**src/mem_proxy_pkg.sv**
```systemverilog
package mem_proxy_pkg;

    //==========================================================
    // Data path
    //==========================================================
    // One word per beat on every bus
    localparam int DATA_WID = 32;

    //==========================================================
    // Codes
    //==========================================================
    typedef enum logic [1:0] {
        CMD_NOP   = 2'd0,
        CMD_WRITE = 2'd1,
        CMD_READ  = 2'd2
    } cmd_t;

    typedef enum logic [7:0] {
        MEM_TYPE_SRAM = 8'd0,
        MEM_TYPE_DDR  = 8'd1,
        MEM_TYPE_HBM  = 8'd2
    } mem_type_t;

    typedef enum logic [1:0] {
        ACCESS_NONE       = 2'd0,
        ACCESS_READ_ONLY  = 2'd1,
        ACCESS_WRITE_ONLY = 2'd2,
        ACCESS_READ_WRITE = 2'd3
    } access_t;

    // AXI3 AxSIZE, bytes per beat as a power of two
    typedef enum logic [2:0] {
        SIZE_1BYTE   = 3'd0,
        SIZE_2BYTES  = 3'd1,
        SIZE_4BYTES  = 3'd2,
        SIZE_8BYTES  = 3'd3,
        SIZE_16BYTES = 3'd4,
        SIZE_32BYTES = 3'd5
    } axsize_t;

    // AXI3 BRESP / RRESP
    typedef enum logic [1:0] {
        RESP_OKAY   = 2'd0,
        RESP_EXOKAY = 2'd1,
        RESP_SLVERR = 2'd2,
        RESP_DECERR = 2'd3
    } resp_t;

    //==========================================================
    // Register map, word addresses
    //==========================================================
    localparam logic [3:0] REG_CMD       = 4'd0;  // Status on read
    localparam logic [3:0] REG_ADDR      = 4'd1;
    localparam logic [3:0] REG_WDATA     = 4'd2;
    localparam logic [3:0] REG_RDATA     = 4'd3;
    localparam logic [3:0] REG_TYPE      = 4'd4;
    localparam logic [3:0] REG_ACCESS    = 4'd5;
    localparam logic [3:0] REG_ALIGN     = 4'd6;
    localparam logic [3:0] REG_SIZE      = 4'd7;
    localparam logic [3:0] REG_MIN_BURST = 4'd8;
    localparam logic [3:0] REG_MAX_BURST = 4'd9;

endpackage : mem_proxy_pkg

```
**src/mem_proxy_intf.sv**
```systemverilog
`timescale 1ns/1ns

// Four-phase memory request between register block and AXI3 adapter
interface mem_req_intf #(
    parameter int ADDR_WID = 8
);
    logic                                req;
    logic                                ack;
    logic                                wr;
    logic [ADDR_WID-1:0]                 addr;
    logic [mem_proxy_pkg::DATA_WID-1:0]  wdata;
    // Valid while ack is high
    logic [mem_proxy_pkg::DATA_WID-1:0]  rdata;
    logic                                err;

    modport ctrl (
        output req, wr, addr, wdata,
        input  ack, rdata, err
    );

    modport mem (
        input  req, wr, addr, wdata,
        output ack, rdata, err
    );
endinterface : mem_req_intf

// Single-beat AXI3, no IDs and no strobes
interface axi3_intf #(
    parameter int ADDR_WID = 8
);
    // Byte addresses, two bits wider than the word address
    logic                                awvalid;
    logic                                awready;
    logic [ADDR_WID+1:0]                 awaddr;
    mem_proxy_pkg::axsize_t              awsize;

    logic                                wvalid;
    logic                                wready;
    logic [mem_proxy_pkg::DATA_WID-1:0]  wdata;
    logic                                wlast;

    logic                                bvalid;
    logic                                bready;
    mem_proxy_pkg::resp_t                bresp;

    logic                                arvalid;
    logic                                arready;
    logic [ADDR_WID+1:0]                 araddr;
    mem_proxy_pkg::axsize_t              arsize;

    logic                                rvalid;
    logic                                rready;
    logic [mem_proxy_pkg::DATA_WID-1:0]  rdata;
    mem_proxy_pkg::resp_t                rresp;
    logic                                rlast;

    modport master (
        output awvalid, awaddr, awsize, wvalid, wdata, wlast, bready,
        output arvalid, araddr, arsize, rready,
        input  awready, wready, bvalid, bresp, arready, rvalid, rdata, rresp, rlast
    );

    modport slave (
        input  awvalid, awaddr, awsize, wvalid, wdata, wlast, bready,
        input  arvalid, araddr, arsize, rready,
        output awready, wready, bvalid, bresp, arready, rvalid, rdata, rresp, rlast
    );
endinterface : axi3_intf

```
**src/mem_axi3_proxy.sv**
```systemverilog
`timescale 1ns/1ns

module mem_axi3_proxy #(
    parameter int ADDR_WID = 8
) (
    input  logic      clk,
    input  logic      rst_n,
    mem_req_intf.mem  mem,
    axi3_intf.master  axi
);

    typedef enum logic [1:0] {
        ST_IDLE,
        ST_ADDR,
        ST_RESP,
        ST_ACK
    } state_t;

    state_t              state;
    logic                wr_q;
    logic [ADDR_WID+1:0] byte_addr;
    logic                aw_done;
    logic                w_done;
    logic                ar_done;

    // Request fields stay stable until ack, drive AXI directly
    assign byte_addr  = {mem.addr, 2'b00};
    assign axi.awaddr = byte_addr;
    assign axi.araddr = byte_addr;
    assign axi.wdata  = mem.wdata;
    assign axi.awsize = mem_proxy_pkg::SIZE_4BYTES;
    assign axi.arsize = mem_proxy_pkg::SIZE_4BYTES;
    // Every beat is the last one
    assign axi.wlast  = 1'b1;

    // Ready only for the response we are waiting on
    assign axi.bready = (state == ST_RESP) && wr_q;
    assign axi.rready = (state == ST_RESP) && !wr_q;

    // Channel idle or transferring this edge
    assign aw_done = !axi.awvalid || axi.awready;
    assign w_done  = !axi.wvalid  || axi.wready;
    assign ar_done = !axi.arvalid || axi.arready;

    //==========================================================
    // Request FSM
    //==========================================================
    always_ff @(posedge clk or negedge rst_n) begin
        if (!rst_n) begin
            state       <= ST_IDLE;
            wr_q        <= 1'b0;
            axi.awvalid <= 1'b0;
            axi.wvalid  <= 1'b0;
            axi.arvalid <= 1'b0;
            mem.ack     <= 1'b0;
            mem.rdata   <= '0;
            mem.err     <= 1'b0;
        end else begin
            case (state)
                ST_IDLE: begin
                    if (mem.req) begin
                        wr_q        <= mem.wr;
                        // AW and W together on a write
                        axi.awvalid <= mem.wr;
                        axi.wvalid  <= mem.wr;
                        axi.arvalid <= !mem.wr;
                        state       <= ST_ADDR;
                    end
                end
                ST_ADDR: begin
                    if (axi.awvalid && axi.awready) begin
                        axi.awvalid <= 1'b0;
                    end
                    if (axi.wvalid && axi.wready) begin
                        axi.wvalid <= 1'b0;
                    end
                    if (axi.arvalid && axi.arready) begin
                        axi.arvalid <= 1'b0;
                    end
                    if (aw_done && w_done && ar_done) begin
                        state <= ST_RESP;
                    end
                end
                ST_RESP: begin
                    if (axi.bvalid && axi.bready) begin
                        mem.err <= (axi.bresp != mem_proxy_pkg::RESP_OKAY);
                        mem.ack <= 1'b1;
                        state   <= ST_ACK;
                    end
                    if (axi.rvalid && axi.rready) begin
                        mem.rdata <= axi.rdata;
                        // Missing rlast counts as an error too
                        mem.err   <= (axi.rresp != mem_proxy_pkg::RESP_OKAY) || !axi.rlast;
                        mem.ack   <= 1'b1;
                        state     <= ST_ACK;
                    end
                end
                ST_ACK: begin
                    // Hold ack until requester lets go
                    if (!mem.req) begin
                        mem.ack <= 1'b0;
                        state   <= ST_IDLE;
                    end
                end
                default: state <= ST_IDLE;
            endcase
        end
    end

endmodule : mem_axi3_proxy

```
**src/flat_wrapper.sv**
```systemverilog
// flat-port wrapper written by rule: the top's interface ports become plain ports
module mem_axi3_proxy_flat 
#(
    parameter int ADDR_WID = 8
)
  (clk, rst_n, mem_req, mem_wr, mem_addr, mem_wdata, mem_ack, mem_rdata, mem_err, axi_awvalid, axi_awaddr, axi_awsize, axi_wvalid, axi_wdata, axi_wlast, axi_bready, axi_arvalid, axi_araddr, axi_arsize, axi_rready, axi_awready, axi_wready, axi_bvalid, axi_bresp, axi_arready, axi_rvalid, axi_rdata, axi_rresp, axi_rlast);
  mem_req_intf #(.ADDR_WID(ADDR_WID)) mem_i ();
  axi3_intf #(.ADDR_WID(ADDR_WID)) axi_i ();
  input  logic clk;
  input  logic rst_n;
  input wire logic [$bits(mem_i.req)-1:0] mem_req;
  input wire logic [$bits(mem_i.wr)-1:0] mem_wr;
  input wire logic [$bits(mem_i.addr)-1:0] mem_addr;
  input wire logic [$bits(mem_i.wdata)-1:0] mem_wdata;
  output wire logic [$bits(mem_i.ack)-1:0] mem_ack;
  output wire logic [$bits(mem_i.rdata)-1:0] mem_rdata;
  output wire logic [$bits(mem_i.err)-1:0] mem_err;
  output wire logic [$bits(axi_i.awvalid)-1:0] axi_awvalid;
  output wire logic [$bits(axi_i.awaddr)-1:0] axi_awaddr;
  output wire logic [$bits(axi_i.awsize)-1:0] axi_awsize;
  output wire logic [$bits(axi_i.wvalid)-1:0] axi_wvalid;
  output wire logic [$bits(axi_i.wdata)-1:0] axi_wdata;
  output wire logic [$bits(axi_i.wlast)-1:0] axi_wlast;
  output wire logic [$bits(axi_i.bready)-1:0] axi_bready;
  output wire logic [$bits(axi_i.arvalid)-1:0] axi_arvalid;
  output wire logic [$bits(axi_i.araddr)-1:0] axi_araddr;
  output wire logic [$bits(axi_i.arsize)-1:0] axi_arsize;
  output wire logic [$bits(axi_i.rready)-1:0] axi_rready;
  input wire logic [$bits(axi_i.awready)-1:0] axi_awready;
  input wire logic [$bits(axi_i.wready)-1:0] axi_wready;
  input wire logic [$bits(axi_i.bvalid)-1:0] axi_bvalid;
  input wire logic [$bits(axi_i.bresp)-1:0] axi_bresp;
  input wire logic [$bits(axi_i.arready)-1:0] axi_arready;
  input wire logic [$bits(axi_i.rvalid)-1:0] axi_rvalid;
  input wire logic [$bits(axi_i.rdata)-1:0] axi_rdata;
  input wire logic [$bits(axi_i.rresp)-1:0] axi_rresp;
  input wire logic [$bits(axi_i.rlast)-1:0] axi_rlast;
  assign mem_i.req = mem_req;
  assign mem_i.wr = mem_wr;
  assign mem_i.addr = mem_addr;
  assign mem_i.wdata = mem_wdata;
  assign mem_ack = mem_i.ack;
  assign mem_rdata = mem_i.rdata;
  assign mem_err = mem_i.err;
  assign axi_awvalid = axi_i.awvalid;
  assign axi_awaddr = axi_i.awaddr;
  assign axi_awsize = axi_i.awsize;
  assign axi_wvalid = axi_i.wvalid;
  assign axi_wdata = axi_i.wdata;
  assign axi_wlast = axi_i.wlast;
  assign axi_bready = axi_i.bready;
  assign axi_arvalid = axi_i.arvalid;
  assign axi_araddr = axi_i.araddr;
  assign axi_arsize = axi_i.arsize;
  assign axi_rready = axi_i.rready;
  assign axi_i.awready = axi_awready;
  assign axi_i.wready = axi_wready;
  assign axi_i.bvalid = axi_bvalid;
  assign axi_i.bresp = axi_bresp;
  assign axi_i.arready = axi_arready;
  assign axi_i.rvalid = axi_rvalid;
  assign axi_i.rdata = axi_rdata;
  assign axi_i.rresp = axi_rresp;
  assign axi_i.rlast = axi_rlast;
  mem_axi3_proxy #(.ADDR_WID(ADDR_WID)) u_core (.clk(clk), .rst_n(rst_n), .mem(mem_i), .axi(axi_i));
endmodule
```
**config.mk**
```make
export PLATFORM = sky130hd
export DESIGN_NAME = mem_axi3_proxy_flat
export DESIGN_NICKNAME = d
export VERILOG_FILES = /design/src/mem_proxy_pkg.sv /design/src/mem_proxy_intf.sv /design/src/mem_axi3_proxy.sv /design/src/flat_wrapper.sv
export SDC_FILE = /design/constraint.sdc
export NUM_CORES = 1
export LEC_CHECK = 0
export BUFFER_PORTS_ARGS = -buffer_cell sky130_fd_sc_hd__buf_2
export CAP_MARGIN = 15
export CORE_ASPECT_RATIO = 1.25
export CORE_UTILIZATION = 39
export DETAILED_ROUTE_END_ITERATION = 12
export PLACE_DENSITY = 0.81
export SLEW_MARGIN = 0
export SYNTH_ARGS = -nofsm -noshare
export SYNTH_HDL_FRONTEND = slang
export SYNTH_SLANG_ARGS = --single-unit
```
**constraint.sdc**
```tcl
create_clock -name clk -period 2.1 [get_ports clk]
set_input_delay 0.42 -clock clk [delete_from_list [all_inputs] [get_ports clk]]
set_output_delay 0.42 -clock clk [all_outputs]
set_load 0.005 [all_outputs]
```
* Word level (Yosys, flattened, before mapping) *
Index checks and enable logic that the tools add are counted.

storage, ports and cells
  bits of input ports = 86
  word-level logic and storage cells = 71
  flip-flop bits (word level) = 40

cells by class
  reductions and logical operators = 33
  mux-type cells = 20
  equality and inequality tests = 10

operator list
  operator                                                                 count
  3-bit AND reduction                                                      4
  1-bit two-way mux                                                        10
  2-bit two-way mux                                                        5
  2-bit nonzero test                                                       5
  1-bit logical AND                                                        9
  2-bit by 1-bit inequality test with 1-bit output, second input constant  4
  1-bit case mux with 2 select lines                                       4
  2-bit case mux with 4 select lines                                       1
  1-bit logical NOT                                                        6
  2-bit AND reduction                                                      3
  2-bit == test, second input constant                                     2
  1-bit logical OR                                                         4
  2-bit inequality test, second input constant                             2
  4-bit AND reduction                                                      1
  3-bit inequality test, second input constant                             1
  2-bit by 1-bit == test with 1-bit output, second input constant          1
  2-bit logical NOT                                                        1

* Depth between registers and ports, before layout *
  word-level depth = 6
  depth in mapped cells = 6
  mapped depth without buffers = 6

* Worst setup path after synthesis *
Ideal clock, no wire load.

  kind = register to register
  start point = register u_core.state[1]
  end point = register u_core.state[1]
  required time = 1.975 ns
  data arrival time = 1.426 ns
  path buffers = 0
  setup slack = 0.550 ns
  period minus slack after synthesis = 1.550 ns
  stages on the path, launching flop included = 7
  cells stage by stage = dfrtp_1 > inv_1 > ha_1 > nor2b_4 > a22oi_2 > o2111ai_2 > mux2_4

between the ends
  word-level cells in the longest chain between the ends = 5
  elaborated cells between the ends (all ways) = 15

RTL lines
  element                                                                                     RTL line                                                          text
  start: declaration                                                                          mem_axi3_proxy.sv:19                                              state_t state;
  start signal: assignment                                                                    mem_axi3_proxy.sv:50                                              state <= ST_IDLE;
  start signal: assignment                                                                    mem_axi3_proxy.sv:67                                              state <= ST_ADDR;
  start signal: assignment                                                                    mem_axi3_proxy.sv:81                                              state <= ST_RESP;
  2-bit == test                                                                               mem_axi3_proxy.sv:37, mem_axi3_proxy.sv:38, mem_axi3_proxy.sv:59
  1-bit logical AND (on tied branches)                                                        mem_axi3_proxy.sv:38, mem_axi3_proxy.sv:37
  1-bit logical AND (on tied branches)                                                        mem_axi3_proxy.sv:90, mem_axi3_proxy.sv:85
  3-bit inequality test (no line) / 2-bit two-way mux (equally long branches)                 n/a
  4-bit AND reduction (no line) / 2-bit case mux with 4 select lines (equally long branches)  n/a

Several ways; a longest one is shown, not always the timed one.
A chain may end at the register's enable or synchronous reset.

* Worst setup path in the final report *
  start point = register u_core.state[0]
  end point = output port axi_rready

between the ends
  word-level cells in the longest chain between the ends = 2

RTL lines
  element            RTL line              text
  2-bit == test      mem_axi3_proxy.sv:38  assign axi.rready = (state == ST_RESP) && !wr_q;
  1-bit logical AND  mem_axi3_proxy.sv:38
  end: declaration   flat_wrapper.sv:28    output wire logic [$bits(axi_i.rready)-1:0] axi_rready;

Every way passes these cells.

==> impl_metrics.csv <==
group,metric,value,unit
critical_path,rrSetupSlack,0.40,ns
final_layout,regArea,1000,um2
timing,hold_slack,0.252,ns
run_status,outcome,"complete, no violations",
clock_tree,cts-root-buf,"clkbuf_8",
synth,synth_top_area_frac,0.454,
pwr,power_density,1420,nW/um2
final_layout,nets,316,
clock_tree,clock_latency,0.29,ns
critical_path,max_stage_delay,0.41,ns
clock_tree,cts_setup_buffers,0,
synth,ys_top_cells_by_area,"dfrtp_1 45%, buf_4 21%, mux2_2 15%, ha_1 2.3%, mux2_1 1.5%",
hold_path,hp-class,"input port to async pin",
clock_tree,clockBufferDepth,2,
floorplan,io_pins,184,
pwr,power_switching,0.00105,W
timing,period_share,0.904,
synth,ys_seq_area_frac,0.454,
final_layout,layout-drive-gt1-share,0.568,
floorplan,floorplan.initialDensity,0.405,
pwr,power.internal,0.00237,W
timing,slew_viol_final,0,
placement,gp_congestion,0.754,
synth,ys_types,29,
synth,synth_edf_count,0,
critical_path,cp-start-kind,"register",
global_routing,grt_pass1_vias,1347,
synth,async_flop_share,1.00,
floorplan,dieArea,5960,um2
critical_path,path_cells,"inv_1, ha_1, buf_4, nor2b_1, buf_2",
clock_tree,postCtsHoldBufs,0,
pwr,p_clk_frac,0.203,
synth,syn_area,2200,um2
floorplan,core,5440,um2
clock_tree,cts_tree,"yes",
synth,syn-mean-instance-area,11.7,um2
pwr,power_leakage,1.25,nW
timing,slew_headroom,0.396,
critical_path,critPathSlowestCell,"dfrtp_1",
final_layout,fillers,519,
route,drc,0,
route,drt_wl_total,4.24,mm
global_routing,gr-total-overflow,0,
route,dr.pass1.iters,4,
pwr,comb_power_share,0.398,
pwr,swShare,0.308,
pwr,p_total,0.00342,W
timing,period_minus_slack,1.90,ns
final_layout,final_util,0.444,
synth,synth_ff_type,"dfrtp_1",
route,wire_per_inst,14.6,um
critical_path,reg2reg_depth,6,
clock_tree,cts-htree-levels,2,
clock_tree,clkSinkCount,40,
placement,dp_hpwl,3.30,mm
clock_tree,cts.clk_slew.worst_paths,0.09,ns
critical_path,worstSetupStartpoint,"u_core.state[0]",
clock_tree,post_cts_resized,0,
clock_tree,cts_inserted_buffers,5,
route,detail-route-antenna-nets,0,
flow_run,drv_cap,0,
synth,synth_top_area_cell,"dfrtp_1",
floorplan,rows,30,
synth,synthCells,188,
timing,grt_setup_unrepaired,"no",
timing,fin_skew,0.00840,ns
synth,synth-seq-cells,40,
placement,place_ws,0.416,ns
timing,setup_viol,0,
critical_path,crit_fanout,8,
timing,setup_slack,0.203,ns
final_layout,multi_input_area,734,um2
timing,tightest_slew,0.905,ns
global_routing,antenna_found_initial,0,
route,drt_iter0_markers,13,
timing,finalHoldViolations,0,
critical_path,crit_required,1.68,ns
synth,yosysMostFrequentCell,"buf_4",
global_routing,grt_pass1_wl,6.61,mm
timing,fin_tns_setup,0,ns
critical_path,endpoint_kind,"output pin",
critical_path,r2r-start,"u_core.state[1]",
critical_path,worstSetupPathType,"register to output pin",
critical_path,cp.arrival,1.48,ns
critical_path,r2r_end,"u_core.state[1]",
timing,fmax,527,MHz
floorplan,die_w,69.2,um
synth,synth_common_cells,"62 x buf_4, 40 x dfrtp_1, 30 x mux2_2",
final_layout,diodes,0,
global_routing,grt_max_degree,41,
floorplan,die_h,86.0,um
global_routing,grt_util_all_layers,0.142,
pwr,seq_power_share,0.399,
route,routed_via_density,4.80,
final_layout,layout-area-overhead-vs-synth,9.65,%
pwr,ir_worst_vdd,0.526,mV
route,dr_total_vias,1396,
synth,ys.warnings.count,0,
placement,portBuffers,84,
## cell type report
type,count,area share
clock buffers,7,0.0399
flip-flops and latches,40,0.414
inverters,7,0.0109
clock inverters,1,0.0124
well taps,64,0.0331
multi-input cells,86,0.304
repair buffers,86,0.185
## metal layers
layer	global-route usage	up-vias	wire length, um
met5	0	-	0
met4	0.0983	0	157
met3	0.0599	27	469
met2	0.231	81	2050
met1	0.149	656	1560
li1	-	632	-
## cell usage in the layout (no fill, tap or decap)
cell | netlist | final
bufinv_16 | 0 | 1
and2_1 | 1 | 1
a211oi_1 | 1 | 1
nand2_1 | 5 | 5
mux2_2 | 30 | 30
clkbuf_8 | 0 | 7
nand3b_4 | 1 | 1
nor2b_1 | 3 | 3
o21ai_0 | 6 | 6
nor3_1 | 1 | 1
mux2i_1 | 3 | 3
a32oi_1 | 1 | 1
buf_4 | 62 | 1
and2b_1 | 1 | 1
nand3b_1 | 1 | 1
a21oi_1 | 3 | 3
nor2_1 | 3 | 3
conb_1 | 2 | 11
o22ai_1 | 1 | 1
nor4b_1 | 1 | 1
a22oi_2 | 1 | 1
dfrtp_1 | 40 | 40
o2111ai_2 | 1 | 1
inv_1 | 7 | 7
buf_12 | 0 | 1
buf_2 | 2 | 84
ha_1 | 4 | 4
o21ai_1 | 1 | 1
a22o_1 | 1 | 1
mux2_1 | 3 | 3
mux2_4 | 1 | 1
nor2b_4 | 1 | 1
## stage by stage
step / area, um2 / instances
finish: 2420 / 291
CTS: 2420 / 291
floorplan: 2240 / 197
global placement: 2290 / 283
detailed placement: 2290 / 283
global route: 2420 / 291
## cell families after synthesis
logic type,synth area share
muxes,0.189
AOI/OAI and AO/OA,0.0494
DFF,0.454
adders and majority gates,0.0227
and+or+nand+nor,0.0534
buffers and inverters,0.228
other,0.00341
## flip-flops by register name (all words and copies together) (netlist names)
register            cells
u_core.axi.arvalid      1
u_core.mem.ack          1
u_core.mem.err          1
u_core.mem.rdata       32
u_core.state            2
u_core.axi.awvalid      1
u_core.wr_q             1
u_core.axi.wvalid       1
## worst max-delay path, delay by kind of cell, from the launching register on
| kind | cells | cell delay [ns] |
|---|---|---|
| buf+inv | 3 | 0.42 |
| flops | 1 | 0.41 |
| fa+ha+maj | 1 | 0.23 |
| simple gates | 1 | 0.14 |
## power groups by stage
stage	clock (W)	combinational [W]	sequential, W
finish	0.000695	0.00136	0.00137
global route	0.000740	0.00150	0.00142
CTS	0.000713	0.00139	0.00137
detailed placement	0	0.00139	0.00139
global placement	0	0.00134	0.00136
floorplan	0	0.000857	0.00140
## worst max path at each step
stage                            endpoint  slack, ns  cells past startpoint
after detailed placement  u_core.state[1]       0.42                      6
after global placement    u_core.state[1]       0.47                      6
after global routing           axi_rready       0.11                      5
after CTS                      axi_rready       0.18                      5
after floorplan           u_core.state[1]       0.55                      6
final                          axi_rready       0.20                      5
(Power assumes the default switching activity.)
