===== config.mk =====
export PLATFORM = sky130hd
export DESIGN_NAME = mem_proxy_regs_flat
export DESIGN_NICKNAME = d
export VERILOG_FILES = /design/src/mem_proxy_pkg.sv /design/src/mem_proxy_intf.sv /design/src/mem_proxy_regs.sv /design/src/flat_wrapper.sv
export SDC_FILE = /design/constraint.sdc
export NUM_CORES = 1
export LEC_CHECK = 0
export BUFFER_PORTS_ARGS = -buffer_cell sky130_fd_sc_hd__buf_4
export CAP_MARGIN = 20
export CORE_UTILIZATION = 30
export DETAILED_ROUTE_END_ITERATION = 10
export MAX_ROUTING_LAYER = met4
export PLACE_DENSITY = 0.6
export RECOVER_POWER = 25
export SYNTH_ARGS = -nofsm -noshare
export SYNTH_HDL_FRONTEND = slang
export SYNTH_SLANG_ARGS = --single-unit

===== constraint.sdc =====
create_clock -name clk -period 1.8 [get_ports clk]
set_input_delay 0.18 -clock clk [delete_from_list [all_inputs] [get_ports clk]]
set_output_delay 0.18 -clock clk [all_outputs]
set_load 0.03 [all_outputs]

===== src/mem_proxy_pkg.sv =====
package mem_proxy_pkg;

    //==========================================================
    // Data path
    //==========================================================
    // One word per beat on every bus
    localparam int DATA_WID = 32;

    //==========================================================
    // Codes
    //==========================================================
    typedef enum logic [1:0] {
        CMD_NOP   = 2'd0,
        CMD_WRITE = 2'd1,
        CMD_READ  = 2'd2
    } cmd_t;

    typedef enum logic [7:0] {
        MEM_TYPE_SRAM = 8'd0,
        MEM_TYPE_DDR  = 8'd1,
        MEM_TYPE_HBM  = 8'd2
    } mem_type_t;

    typedef enum logic [1:0] {
        ACCESS_NONE       = 2'd0,
        ACCESS_READ_ONLY  = 2'd1,
        ACCESS_WRITE_ONLY = 2'd2,
        ACCESS_READ_WRITE = 2'd3
    } access_t;

    // AXI3 AxSIZE, bytes per beat as a power of two
    typedef enum logic [2:0] {
        SIZE_1BYTE   = 3'd0,
        SIZE_2BYTES  = 3'd1,
        SIZE_4BYTES  = 3'd2,
        SIZE_8BYTES  = 3'd3,
        SIZE_16BYTES = 3'd4,
        SIZE_32BYTES = 3'd5
    } axsize_t;

    // AXI3 BRESP / RRESP
    typedef enum logic [1:0] {
        RESP_OKAY   = 2'd0,
        RESP_EXOKAY = 2'd1,
        RESP_SLVERR = 2'd2,
        RESP_DECERR = 2'd3
    } resp_t;

    //==========================================================
    // Register map, word addresses
    //==========================================================
    localparam logic [3:0] REG_CMD       = 4'd0;  // Status on read
    localparam logic [3:0] REG_ADDR      = 4'd1;
    localparam logic [3:0] REG_WDATA     = 4'd2;
    localparam logic [3:0] REG_RDATA     = 4'd3;
    localparam logic [3:0] REG_TYPE      = 4'd4;
    localparam logic [3:0] REG_ACCESS    = 4'd5;
    localparam logic [3:0] REG_ALIGN     = 4'd6;
    localparam logic [3:0] REG_SIZE      = 4'd7;
    localparam logic [3:0] REG_MIN_BURST = 4'd8;
    localparam logic [3:0] REG_MAX_BURST = 4'd9;

endpackage : mem_proxy_pkg


===== src/mem_proxy_intf.sv =====
`timescale 1ns/1ns

// Four-phase memory request between register block and AXI3 adapter
interface mem_req_intf #(
    parameter int ADDR_WID = 8
);
    logic                                req;
    logic                                ack;
    logic                                wr;
    logic [ADDR_WID-1:0]                 addr;
    logic [mem_proxy_pkg::DATA_WID-1:0]  wdata;
    // Valid while ack is high
    logic [mem_proxy_pkg::DATA_WID-1:0]  rdata;
    logic                                err;

    modport ctrl (
        output req, wr, addr, wdata,
        input  ack, rdata, err
    );

    modport mem (
        input  req, wr, addr, wdata,
        output ack, rdata, err
    );
endinterface : mem_req_intf



===== src/mem_proxy_regs.sv =====
`timescale 1ns/1ns

module mem_proxy_regs #(
    parameter int ADDR_WID = 8,
    parameter int DEPTH    = 200
) (
    input  logic                               clk,
    input  logic                               rst_n,
    // Host register bus
    input  logic                               reg_req,
    input  logic                               reg_wr,
    input  logic [3:0]                         reg_addr,
    input  logic [mem_proxy_pkg::DATA_WID-1:0] reg_wdata,
    output logic                               reg_ack,
    output logic [mem_proxy_pkg::DATA_WID-1:0] reg_rdata,
    // Memory request side
    mem_req_intf.ctrl                          mem
);

    localparam int DW             = mem_proxy_pkg::DATA_WID;
    localparam int BYTES_PER_WORD = DW / 8;

    logic [ADDR_WID-1:0] addr_q;
    logic [DW-1:0]       wdata_q;
    logic [DW-1:0]       rdata_q;
    logic                cmd_wr_q;
    logic                launch_q;
    logic                busy_q;
    logic                error_q;
    logic                host_strobe;
    logic [DW-1:0]       rd_word;

    // First cycle of a host request, ack not yet raised
    assign host_strobe = reg_req && !reg_ack;

    //==========================================================
    // Register read decode
    //==========================================================
    always_comb begin
        rd_word = '0;
        case (reg_addr)
            mem_proxy_pkg::REG_CMD: begin
                // Busy covers a launch still pending
                rd_word[0] = busy_q || launch_q;
                rd_word[1] = error_q;
            end
            mem_proxy_pkg::REG_ADDR:      rd_word[ADDR_WID-1:0] = addr_q;
            mem_proxy_pkg::REG_WDATA:     rd_word = wdata_q;
            mem_proxy_pkg::REG_RDATA:     rd_word = rdata_q;
            mem_proxy_pkg::REG_TYPE:      rd_word = DW'(mem_proxy_pkg::MEM_TYPE_SRAM);
            mem_proxy_pkg::REG_ACCESS:    rd_word = DW'(mem_proxy_pkg::ACCESS_READ_WRITE);
            mem_proxy_pkg::REG_ALIGN:     rd_word = DW'(BYTES_PER_WORD);
            mem_proxy_pkg::REG_SIZE:      rd_word = DW'(BYTES_PER_WORD * DEPTH);
            // Single-beat bursts only
            mem_proxy_pkg::REG_MIN_BURST: rd_word = DW'(BYTES_PER_WORD);
            mem_proxy_pkg::REG_MAX_BURST: rd_word = DW'(BYTES_PER_WORD);
            default:                      rd_word = '0;
        endcase
    end

    //==========================================================
    // Host handshake, command launch and completion
    //==========================================================
    always_ff @(posedge clk or negedge rst_n) begin
        if (!rst_n) begin
            reg_ack   <= 1'b0;
            reg_rdata <= '0;
            addr_q    <= '0;
            wdata_q   <= '0;
            rdata_q   <= '0;
            cmd_wr_q  <= 1'b0;
            launch_q  <= 1'b0;
            busy_q    <= 1'b0;
            error_q   <= 1'b0;
            mem.req   <= 1'b0;
            mem.wr    <= 1'b0;
            mem.addr  <= '0;
            mem.wdata <= '0;
        end else begin
            // Ack follows req by one cycle both ways
            reg_ack <= reg_req;

            if (host_strobe) begin
                if (reg_wr) begin
                    case (reg_addr)
                        mem_proxy_pkg::REG_ADDR:  addr_q  <= reg_wdata[ADDR_WID-1:0];
                        mem_proxy_pkg::REG_WDATA: wdata_q <= reg_wdata;
                        mem_proxy_pkg::REG_CMD: begin
                            // Commands while busy are dropped
                            if (!busy_q && !launch_q) begin
                                case (mem_proxy_pkg::cmd_t'(reg_wdata[1:0]))
                                    mem_proxy_pkg::CMD_NOP: error_q <= 1'b0;
                                    mem_proxy_pkg::CMD_WRITE: begin
                                        launch_q <= 1'b1;
                                        cmd_wr_q <= 1'b1;
                                    end
                                    mem_proxy_pkg::CMD_READ: begin
                                        launch_q <= 1'b1;
                                        cmd_wr_q <= 1'b0;
                                    end
                                    default: ;
                                endcase
                            end
                        end
                        // Info and read data registers are read only
                        default: ;
                    endcase
                end else begin
                    reg_rdata <= rd_word;
                end
            end

            // Raise mem req once the previous ack has dropped
            if (launch_q && !mem.ack) begin
                launch_q  <= 1'b0;
                busy_q    <= 1'b1;
                mem.req   <= 1'b1;
                mem.wr    <= cmd_wr_q;
                mem.addr  <= addr_q;
                mem.wdata <= wdata_q;
            end

            // Completion
            if (mem.req && mem.ack) begin
                mem.req <= 1'b0;
                busy_q  <= 1'b0;
                error_q <= mem.err;
                if (!mem.wr) begin
                    rdata_q <= mem.rdata;
                end
            end
        end
    end

endmodule : mem_proxy_regs


===== src/flat_wrapper.sv =====
// flat-port wrapper written by rule: the top's interface ports become plain ports
module mem_proxy_regs_flat 
#(
    parameter int ADDR_WID = 8,
    parameter int DEPTH    = 200
)
  (clk, rst_n, reg_req, reg_wr, reg_addr, reg_wdata, reg_ack, reg_rdata, mem_req, mem_wr, mem_addr, mem_wdata, mem_ack, mem_rdata, mem_err);
  mem_req_intf #(.ADDR_WID(ADDR_WID)) mem_i ();
  input  logic clk;
  input  logic rst_n;
  input  logic reg_req;
  input  logic reg_wr;
  input  logic [3:0] reg_addr;
  input  logic [mem_proxy_pkg::DATA_WID-1:0] reg_wdata;
  output logic reg_ack;
  output logic [mem_proxy_pkg::DATA_WID-1:0] reg_rdata;
  output wire logic [$bits(mem_i.req)-1:0] mem_req;
  output wire logic [$bits(mem_i.wr)-1:0] mem_wr;
  output wire logic [$bits(mem_i.addr)-1:0] mem_addr;
  output wire logic [$bits(mem_i.wdata)-1:0] mem_wdata;
  input wire logic [$bits(mem_i.ack)-1:0] mem_ack;
  input wire logic [$bits(mem_i.rdata)-1:0] mem_rdata;
  input wire logic [$bits(mem_i.err)-1:0] mem_err;
  assign mem_req = mem_i.req;
  assign mem_wr = mem_i.wr;
  assign mem_addr = mem_i.addr;
  assign mem_wdata = mem_i.wdata;
  assign mem_i.ack = mem_ack;
  assign mem_i.rdata = mem_rdata;
  assign mem_i.err = mem_err;
  mem_proxy_regs #(.ADDR_WID(ADDR_WID), .DEPTH(DEPTH)) u_core (.clk(clk), .rst_n(rst_n), .reg_req(reg_req), .reg_wr(reg_wr), .reg_addr(reg_addr), .reg_wdata(reg_wdata), .reg_ack(reg_ack), .reg_rdata(reg_rdata), .mem(mem_i));
endmodule

# Yosys cells after proc, flatten, opt, wreduce, memory -nomap -nowiden
# Cells that the tools add are included.
[op_classes] n_reduce_logical=32 bitwise=2 n_eq_ne=10 muxes=18
[ops] cell="$pmux 24 s3" n=1
[ops] cell="$pmux 6 s5" n=1
[ops] cell="$reduce_bool 2->1" n=12
[ops] cell="$reduce_and 5->1" n=3
[ops] cell="$mux 1" n=14
[ops] cell="$eq 4x3->1 const B" n=3
[ops] cell="$pmux 2 s5" n=1
[ops] cell="$eq 4x2->1 const B" n=2
[ops] cell="$eq 4x4->1 const B" n=2
[ops] cell="$reduce_and 3->1" n=2
[ops] cell="$eq 4x1->1 const B" n=1
[ops] cell="$logic_and 1x1->1" n=4
[ops] cell="$logic_not 1->1" n=4
[ops] cell="$logic_not 4->1" n=1
[ops] cell="$reduce_and 2->1" n=2
[ops] cell="$reduce_or 3->1" n=1
[ops] cell="$eq 2x1->1 const B" n=1
[ops] cell="$eq 2x2->1 const B" n=1
[ops] cell="$logic_not 2->1" n=1
[ops] cell="$not 1->1" n=2
[ops] cell="$pmux 1 s2" n=1
[ops] cell="$reduce_or 2->1" n=1
[ops] cell="$logic_or 1x1->1" n=1
[totals] out_inout_bits=75 elab_cells=74 input_bits=74 ff_bits=150

# Longest topological paths before layout
# Gate-level depths: netlist of the first run.
[depth] word_depth=8 mapped_depth=6

# Worst setup path before layout of the first run
# Ideal clock, no wire load.
[synth_timing] path_kind="flip-flop to flip-flop" startpoint="register u_core.reg_ack" endpoint="register u_core.addr_q[0]" setup_ns=0.125 n_path_buf=0 synth_period_minus_slack_ns=1.742 path_slack_ns=0.058 path_stages_with_launch=4 required_time_ns=1.675 t_arrival_ns=1.617 cell_sequence="dfrtp_1 nand3b_1 nor4_4 mux2_2"
[synth_between] elab_chain_len=3
[synth_rtl] element="start, declared" line="mem_proxy_regs.sv:14" rtl="output logic reg_ack,"
[synth_rtl] element="start signal, assigned" line="mem_proxy_regs.sv:81" rtl="reg_ack <= reg_req;"
[synth_rtl] element="$logic_not 1->1" line="mem_proxy_regs.sv:34" rtl="assign host_strobe = reg_req && !reg_ack;"
[synth_rtl] element="$logic_and 1x1->1" line="mem_proxy_regs.sv:34"
[synth_rtl] element="$reduce_and 3->1 (no line)"
[synth_rtl] element="end signal, assigned" line="mem_proxy_regs.sv:86" rtl="mem_proxy_pkg::REG_ADDR: addr_q <= reg_wdata[ADDR_WID-1:0];"
[synth_rtl] element="end, declared" line="mem_proxy_regs.sv:23" rtl="logic [ADDR_WID-1:0] addr_q;"
# Every way passes these cells.
# A chain may end at the register's enable or synchronous reset.

# Final worst setup path of the first run
[layout_timing] startpoint="input reg_req" endpoint="register u_core.reg_rdata[31] (netlist bit)"
[layout_between] elab_chain_len=2
[layout_rtl] element="start, declared" line="flat_wrapper.sv:11" rtl="input logic reg_req;"
[layout_rtl] element="$logic_and 1x1->1" line="mem_proxy_regs.sv:34"
[layout_rtl] element="$reduce_and 2->1 (no line)"
[layout_rtl] element="end signal, assigned" line="mem_proxy_regs.sv:109" rtl="reg_rdata <= rd_word;"
[layout_rtl] element="end, declared" line="mem_proxy_regs.sv:15" rtl="output logic [mem_proxy_pkg::DATA_WID-1:0] reg_rdata,"
# Every way passes these cells.

==> flow_summary.ini, run 1 <==
[status]
status = completed

[setup_path]
critPathRequiredTime_ns = 2.14
crit_buf_inv = 2
path_depth = 5
worstReg2RegStart = u_core.reg_ack$_DFF_PN0_
crit_fanout = 21
path_delay_family = simple AND/OR/NAND/NOR gates
r2r_setup_slack_ns = 0.06
end_kind = flip-flop
slowest_stage = or3_4
path_class = in2reg
start_kind = primary input
crit_chain = dlygate4sd3_1 > buf_4 > or3b_2 > or3_4 > o21ai_0
slowest_delay_ns = 0.57
r2r_cells = 3
timing.rr.end = u_core.reg_rdata[31]$_DFFE_PN0P_
critPathArrivalTime_ns = 2.11

[yosys]
yosys.area.top_type = dfrtp_1
synth.distinct_cells = 39
avgSynthCellArea_um2 = 14.1
yosys_warnings = 0
synthCells = 441
netlist_area_um2 = 6210
synth-edff-count = 0
yosysTopAreaCellShare = 0.604
synthArstFlopShare = 1.00
synth_area_leaders = dfrtp_1 60%, mux2_2 20%, mux2i_1 3.7%
synth-seq-area-share = 0.604
syn_nets = 517
synth_common_cells = 150 x dfrtp_1, 113 x mux2_2, 38 x nand2_1
post-synth-top-count-cell = dfrtp_1
ys_ff_latch = 150
ys.flop_type = dfrtp_1

[route]
vias = 4309
viasPerCell = 4.55
ant_nets = 0
drt-pass1-iter-count = 4
drc = 0
avgRoutedWirePerCell_um = 16.4
wl_mm = 15.5
drt-initial-drc-count = 109

[place]
pre_cts_ws_ns = 0.0516
gp_congestion = 0.800
port_buffers = 148
dp.cells = 849
hpwl_mm = 10.5

[floorplanning]
start_util = 0.306
fp.dieH_um = 146
dieArea_um2 = 21300
core_um2 = 20300
rows = 52
ios = 149
die_width_um = 146

[sta]
final.min_clock_period_ns = 1.77
fmax_ghz = 0.566
hold_violations = 0
max-slew-margin-rel = 0.314
final.period_utilization = 0.982
rsz0062_at_grt = no
finalSetupViolCount = 0
hold_ws_ns = 0.0217
tns_ns = 0
worst_pin_slew_ns = 1.03
skew_ns = 0.00933
setup_ws_ns = 0.0328
report.final.slew_viol_count = 0

[min_path]
min_path_type = in2reg
hp-start = reg_wdata[7]
whs_endpoint = u_core.wdata_q[7]$_DFFE_PN0P_
min_delay_path_depth = 2

[clock_network]
cts_sinks = 150
cts_tree = done
cts_setup_buffers = 0
clock-root-buffer = clkbuf_16
htreeDepth = 4
cts_made_buffers = 17
clkTransAtPathRegs_ns = 0.06
cts_buffer_depth = 2
worstSkewPairLatency_ns = 0.42

[global_routing]
grt_overflow = 0
antenna_found_initial = 0
grt_usage = 0.159
grt_max_degree = 58
grt_first_pass_wirelength_mm = 25.2
grt_pass1_vias = 4611

[job]
drv_cap = 0

[power_and_ir_drop]
power-per-cell-area_nw_per_um2 = 989
vdd_drop_max_mv = 0.564
leakagePower_nw = 4.44

[final_layout]
regArea_um2 = 3750
nets = 740
drive_above_1_share = 0.496
num-fill-cells = 1892
multi_input_comb_area_um2 = 2310
syn_to_final_growth_pct = 44.6
fin_cells = 947
diodes = 0
[worst max path at each step]
stage / start / endpoint / slack, ns
after floorplan: u_core.reg_ack$_DFF_PN0_ / u_core.addr_q[0]$_DFFE_PN0P_ / 0.06
after detailed placement: u_core.reg_ack$_DFF_PN0_ / u_core.reg_rdata[31]$_DFFE_PN0P_ / 0.05
final: reg_req / u_core.reg_rdata[31]$_DFFE_PN0P_ / 0.03
after global placement: u_core.reg_ack$_DFF_PN0_ / u_core.reg_rdata[31]$_DFFE_PN0P_ / 0.09
after global routing: u_core.reg_ack$_DFF_PN0_ / u_core.reg_rdata[31]$_DFFE_PN0P_ / 0.004
after CTS: reg_req / u_core.reg_rdata[31]$_DFFE_PN0P_ / 0.04
[through the flow]
stage	power, mW	cell area (µm²)	utilization
final	8.89	8990	0.443
after global routing	9.27	8990	0.443
after CTS	9.01	9010	0.444
after detailed placement	5.03	7710	0.380
after global placement	4.98	7710	0.380
after floorplan	4.53	6210	-
[report_power, final]
| part | switching (mW) | internal, mW |
|---|---|---|
| clock | 1.46 | 2.37 |
| sequential | 0.212 | 3.70 |
| combinational | 0.528 | 0.610 |
[logic make-up after synthesis]
group / count (synthesis) / share of synthesized area
AND/OR/NAND/NOR: 66 / 0.0572
buffers and inverters: 31 / 0.0254
adder cells (fa/ha/maj): 2 / 0.00403
multiplexers: 137 / 0.244
AO/OA/AOI/OAI: 55 / 0.0658
flip-flops: 150 / 0.604
[metal layers]
metal | up-vias | part of all wire | global-route usage
met1 | 2164 | 0.44 | 0.194
met5 | - | 0 | -
met2 | 114 | 0.50 | 0.256
met3 | 13 | 0.049 | 0.0461
met4 | 0 | 0.010 | 0.0437
li1 | 2018 | - | -
[flip-flops by register name, summed over array words and instances (netlist names)]
signal            count
u_core.wdata_q       32
u_core.cmd_wr_q       1
u_core.mem.addr       8
u_core.mem.wr         1
u_core.mem.wdata     32
u_core.reg_rdata     32
u_core.addr_q         8
u_core.launch_q       1
u_core.rdata_q       32
u_core.busy_q         1
u_core.reg_ack        1
u_core.error_q        1
[timing repair]
action,in CTS,in global routing
gates resized for setup,0,0
endpoints found under the setup margin,0,0
hold buffers,66,0
endpoints found under the hold margin,106,0
[cell usage in the layout (no fill, tap or decap), types with 3 or more instances in the layout]
master / synthesis / final
nor2b_1: 3 / 3
nor2_1: 5 / 5
a22oi_1: 4 / 4
buf_4: 3 / 158
o21ai_2: 20 / 20
dfrtp_1: 150 / 150
nand2_1: 38 / 38
buf_12: 0 / 3
nor3_1: 3 / 3
mux2i_1: 23 / 23
inv_1: 5 / 5
dlygate4sd3_1: 0 / 66
mux2_2: 113 / 113
clkinv_4: 0 / 3
nand2b_1: 5 / 4
clkbuf_16: 0 / 17
inv_6: 0 / 3
bufinv_16: 0 / 4
o21ai_0: 12 / 12
nand3b_1: 4 / 4
o22ai_1: 3 / 3
[layout make-up]
class                   instances  share of cell area
multi-input cells             260               0.257
clock buffers                  18              0.0489
clock inverters                14              0.0220
inverters                       5             0.00209
repair buffers                230               0.215
well taps                     270              0.0376
flip-flops and latches        150               0.418
(Power assumes the default switching activity.)
==> run 2: changes to the inputs <==
--- a/config.mk
+++ b/config.mk
@@ -7,11 +7,14 @@
 export LEC_CHECK = 0
 export BUFFER_PORTS_ARGS = -buffer_cell sky130_fd_sc_hd__buf_4
 export CAP_MARGIN = 20
+export CELL_PAD_IN_SITES_DETAIL_PLACEMENT = 0
+export CELL_PAD_IN_SITES_GLOBAL_PLACEMENT = 1
 export CORE_UTILIZATION = 30
 export DETAILED_ROUTE_END_ITERATION = 10
 export MAX_ROUTING_LAYER = met4
-export PLACE_DENSITY = 0.6
+export PLACE_DENSITY = 0.71
 export RECOVER_POWER = 25
+export SKIP_LAST_GASP = 1
 export SYNTH_ARGS = -nofsm -noshare
 export SYNTH_HDL_FRONTEND = slang
 export SYNTH_SLANG_ARGS = --single-unit
==> constraint.sdc (replaced) <==
create_clock -name clk -period 1.5 [get_ports clk]
set_input_delay 0.15 -clock clk [delete_from_list [all_inputs] [get_ports clk]]
set_output_delay 0.15 -clock clk [all_outputs]
set_load 0.03 [all_outputs]
==> run 2 against run 1 <==
The flow now finishes with violations (negative setup slack). Clock-buffer cell count fell by 1. Clock power rose by 14%. Non-clock buffer count rose by 23.
==> flow_summary.ini, run 2 (synthesis results as in run 1) <==
[clock_network]
cts_sinks = 150
clock-root-buffer = clkbuf_16
worstSkewPairLatency_ns = 0.43
cts_made_buffers = 17
clkTransAtPathRegs_ns = 0.07
cts_buffer_depth = 2
htreeDepth = 4
cts_tree = done

[sta]
report.final.slew_viol_count = 0
rsz0062_at_grt = yes
final.min_clock_period_ns = 1.63
hold_ws_ns = 0.0220
hold_violations = 0
worst_pin_slew_ns = 0.744
final.period_utilization = 1.09
setup_ws_ns = -0.128
fmax_ghz = 0.614
finalSetupViolCount = 64
max-slew-margin-rel = 0.504
skew_ns = 0.00614

[floorplanning]
dieArea_um2 = 21300
start_util = 0.306
rows = 52
core_um2 = 20300
ios = 149
die_width_um = 146
fp.dieH_um = 146

[route]
vias = 4500
viasPerCell = 4.62
drt-initial-drc-count = 190
ant_nets = 0
drt-pass1-iter-count = 4
drc = 0
avgRoutedWirePerCell_um = 18.4
wl_mm = 17.9

[global_routing]
antenna_found_initial = 0
grt_usage = 0.177
grt_overflow = 0
grt_max_degree = 61
grt_pass1_vias = 4796
grt_first_pass_wirelength_mm = 27.3

[setup_path]
path_class = reg2reg
critPathArrivalTime_ns = 1.94
critPathRequiredTime_ns = 1.81
end_kind = flip-flop
start_kind = flip-flop
crit_fanout = 8

[power_and_ir_drop]
p_int_mw = 7.94
power-per-cell-area_nw_per_um2 = 1110
power_frac_clock = 0.411
total_power_mw = 10.7
leakagePower_nw = 4.75
sequentialPowerShare = 0.443
comb_power_share = 0.147
p_sw_mw = 2.74
vdd_drop_max_mv = 0.673
switching_share = 0.257

[final_layout]
layout_common_cells = 165 x buf_4, 149 x dfrtp_1, 82 x mux2_2
fin_cells = 973
syn_to_final_growth_pct = 55.3
layout_commonest_cell = buf_4
drive_above_1_share = 0.552
diodes = 0
nets = 766

[place]
port_buffers = 148
dp.cells = 857
gp_congestion = 0.798
pre_cts_ws_ns = -0.237
hpwl_mm = 10.9

[status]
status = complete, but fails checks
violations = negative setup slack

[job]
drv_cap = 0

[min_path]
min_path_type = in2reg
## run 2: cell count changes in the layout (fill, tap and decap cells not counted), sizes merged, moves of 2 or more
cell,change
clkbuf,+4
clkinv,+2
buf,+16
or3,+3
dlygate4sd3,+2
## run 2: worst paths after layout
path                                                   from  slack, ns  cells past startpoint                                to
max reg2reg                        u_core.reg_ack$_DFF_PN0_      -0.13                      5      u_core.addr_q[4]$_DFFE_PN0P_
min in group asynchronous                             rst_n       0.33                      2      u_core.addr_q[3]$_DFFE_PN0P_
max                                u_core.reg_ack$_DFF_PN0_      -0.13                      5      u_core.addr_q[4]$_DFFE_PN0P_
max in group asynchronous                             rst_n       0.24                      3      u_core.addr_q[1]$_DFFE_PN0P_
min reg2reg                u_core.reg_rdata[13]$_DFFE_PN0P_       0.49                      2  u_core.reg_rdata[13]$_DFFE_PN0P_
min                                                 mem_err       0.02                      2        u_core.error_q$_DFFE_PN0P_
## run 2: final cells by class
| cell class | count | area, µm² |
|---|---|---|
| repair buffers | 253 | 2290 |
| clock buffers | 17 | 425 |
| multi-input cells | 263 | 2640 |
| flip-flops and latches | 150 | 3750 |
| clock inverters | 15 | 180 |
| well taps | 270 | 338 |
| fillers | 1822 | 10600 |
| inverters | 5 | 18.8 |
## run 2: worst max-delay path: stages, from the launching register on
cell      delay (ns)
dfrtp_2         0.41
nand3b_1        0.22
buf_4           0.19
nor4_4          0.18
buf_12          0.17
mux2_2          0.33
## run 2: stage by stage
step / util / TNS, ns / area [µm²]
after global placement: 0.384 / -9.05 / 7790
after detailed placement: 0.384 / -12.43 / 7790
final: 0.475 / -4.70 / 9650
after CTS: 0.462 / -11.95 / 9380
after global routing: 0.475 / -8.09 / 9650
after floorplan: - / -10.68 / 6230
## run 2: what timing repair did
action / CTS / global route
cloned: 5 / 6
gates resized for setup: 40 / 63
hold buffers: 68 / 0
hold endpoints to repair: 226 / 0
pin swaps: 3 / 24
endpoints found under the setup margin: 69 / 74
setup buffers: 7 / 1
## run 2: metal layers
layer / part of all wire / track usage / wire [µm]
met3: 0.051 / 0.0470 / 909
met4: 0.012 / 0.0484 / 222
met5: 0 / - / 0
met2: 0.47 / 0.282 / 8490
met1: 0.46 / 0.220 / 8300
## run 2: power by group through the flow
stage	clock network (mW)	logic [mW]	registers, mW
6_report	4.39	1.57	4.73
5_1_grt	4.69	1.69	4.77
4_1_cts	4.49	1.51	4.71
3_5_place_dp	0	1.27	4.78
3_3_place_gp	0	1.24	4.76
2_1_floorplan	0	0.576	4.86
==> run 3: changes to the inputs <==
--- a/config.mk
+++ b/config.mk
@@ -11,6 +11,7 @@
 export CELL_PAD_IN_SITES_GLOBAL_PLACEMENT = 1
 export CORE_UTILIZATION = 30
 export DETAILED_ROUTE_END_ITERATION = 10
+export GPL_TIMING_DRIVEN = 0
 export MAX_ROUTING_LAYER = met4
 export PLACE_DENSITY = 0.71
 export RECOVER_POWER = 25
==> run 3 against run 2 <==
The run still ends with negative setup slack left. Non-clock buffer count grew 1. Global-route usage is 0.69 points lower. Clock power increased by 2%. First-iteration DRC count fell by 56%. Clock-buffer cell count is 2 higher. Hold slack improved by 0.17 ns. Final area shrank 2.6%. Final cell count is 0.21% lower. Critical endpoint is now u_core.reg_rdata[12]$_DFFE_PN0P_.
==> flow_summary.ini, run 3 (synthesis results as in run 1) <==
[clock_network]
cts_buffer_depth = 2
cts_tree = done
cts_made_buffers = 17
clock-root-buffer = clkbuf_16
cts_sinks = 150
htreeDepth = 4
clkTransAtPathRegs_ns = 0.07
worstSkewPairLatency_ns = 0.42

[final_layout]
nets = 764
fin_cells = 971
layout_commonest_cell = buf_4
num-fill-cells = 1862
diodes = 0
regArea_um2 = 3750
layout_common_cells = 151 x buf_4, 149 x dfrtp_1, 104 x mux2_2
syn_to_final_growth_pct = 51.3
multi_input_comb_area_um2 = 2400
drive_above_1_share = 0.516

[setup_path]
r2r_cells = 5
critPathArrivalTime_ns = 2.09
r2r_setup_slack_ns = -0.24
critPathRequiredTime_ns = 1.85
end_kind = flip-flop
timing.rr.end = u_core.reg_rdata[12]$_DFFE_PN0P_
worstReg2RegStart = u_core.reg_ack$_DFF_PN0_
crit_fanout = 10
start_kind = flip-flop
path_class = reg2reg
crit_end = u_core.reg_rdata[12]$_DFFE_PN0P_
crit_path_start = u_core.reg_ack$_DFF_PN0_

[sta]
setup_ws_ns = -0.239
report.final.slew_viol_count = 0
hold_ws_ns = 0.190
rsz0062_at_grt = yes
skew_ns = 0.00844
tns_ns = -12.72
final.period_utilization = 1.16
max-slew-margin-rel = 0.306
fmax_ghz = 0.575
final.min_clock_period_ns = 1.74
finalSetupViolCount = 62
hold_violations = 0
worst_pin_slew_ns = 1.04

[place]
dp.cells = 857
hpwl_mm = 11.4
gp_congestion = 0.758
pre_cts_ws_ns = -0.503
port_buffers = 145

[job]
drv_cap = 0

[power_and_ir_drop]
switching_share = 0.252
vdd_drop_max_mv = 0.760
leakagePower_nw = 4.63
power_frac_clock = 0.421
p_int_mw = 7.96
power-per-cell-area_nw_per_um2 = 1130
comb_power_share = 0.137
total_power_mw = 10.6
sequentialPowerShare = 0.442
p_sw_mw = 2.68

[global_routing]
grt_pass1_vias = 4760
grt_max_degree = 78
grt_overflow = 0
grt_usage = 0.170
grt_first_pass_wirelength_mm = 26.5
antenna_found_initial = 0

[status]
violations = negative setup slack
status = complete, but fails checks

[route]
vias = 4438
drt-pass1-iter-count = 4
avgRoutedWirePerCell_um = 17.3
wl_mm = 16.8
ant_nets = 0
drt-initial-drc-count = 83
viasPerCell = 4.57
drc = 0

[floorplanning]
start_util = 0.306
core_um2 = 20300
rows = 52
fp.dieH_um = 146
ios = 149
die_width_um = 146
dieArea_um2 = 21300

[min_path]
min_path_type = in2reg
run 3: changes by cell type in the layout (fill, tap and decap cells not counted), moves of 4 or more:
cell      change
clkbuf_8      +5
mux2_2       +22
nand2_4      -18
mux2_4       -23
buf_4        -14
buf_6         +4
nand2_1      +21
clkbuf_4      +4
buf_2         +7
run 3: worst min path at each step:
| stage | slack [ns] | end | depth (start not counted) | from |
|---|---|---|---|---|
| final | 0.19 | u_core.reg_rdata[2]$_DFFE_PN0P_ | 4 | reg_addr[3] |
| after global placement | 0.27 | u_core.reg_ack$_DFF_PN0_ | 1 | reg_req |
| after global routing | 0.18 | u_core.reg_rdata[2]$_DFFE_PN0P_ | 4 | reg_addr[3] |
| after detailed placement | 0.22 | u_core.mem.wdata[4]$_DFFE_PN0P_ | 1 | rst_n |
| after floorplan | -0.15 | u_core.addr_q[0]$_DFFE_PN0P_ | 0 | rst_n |
| after CTS | 0.16 | u_core.error_q$_DFFE_PN0P_ | 4 | reg_addr[3] |
run 3: through the flow:
step	cell area, µm²	utilization
2_1_floorplan	6230	-
3_3_place_gp	7660	0.377
3_5_place_dp	7690	0.379
4_1_cts	9280	0.457
5_1_grt	9400	0.463
6_report	9400	0.463
run 3: per-layer routing:
metal  routed length (µm)  track usage  up-vias  share of wire
met5                    0            -        -              0
met4                  191       0.0579        0          0.011
met3                  669       0.0348       17          0.040
met2                 8250        0.271      106           0.49
met1                 7700        0.214     2238           0.46
li1                     -            -     2077              -
run 3: timing repair:
action,in CTS,in global routing
pin swaps,2,5
buffers inserted,8,3
setup endpoints to repair,142,130
resized for setup,46,19
hold buffers,69,0
endpoints found under the hold margin,150,0
gates cloned,2,1
run 3: worst max-delay path: stages, from the launching register on:
cell and delay [ns]:
dfrtp_2 0.41, or3b_1 0.36, buf_6 0.14, or3_4 0.45, buf_12 0.18, o21ai_2 0.13
run 3: power groups by stage:
stage	Clock [mW]	Combinational, mW	Sequential (mW)
floorplan	0	0.576	4.86
global placement	0	1.21	4.75
detailed placement	0	1.25	4.78
CTS	4.61	1.45	4.70
global route	4.79	1.58	4.75
finish	4.48	1.46	4.70
run 3: area by class of cell:
class / count / area share
flip-flops and latches: 150 / 0.399
multi-input cells: 260 / 0.255
repair buffers: 229 / 0.211
clock buffers: 19 / 0.0482
well taps: 270 / 0.0359
plain buffers: 25 / 0.0297
clock inverters: 13 / 0.0182
inverters: 5 / 0.00200
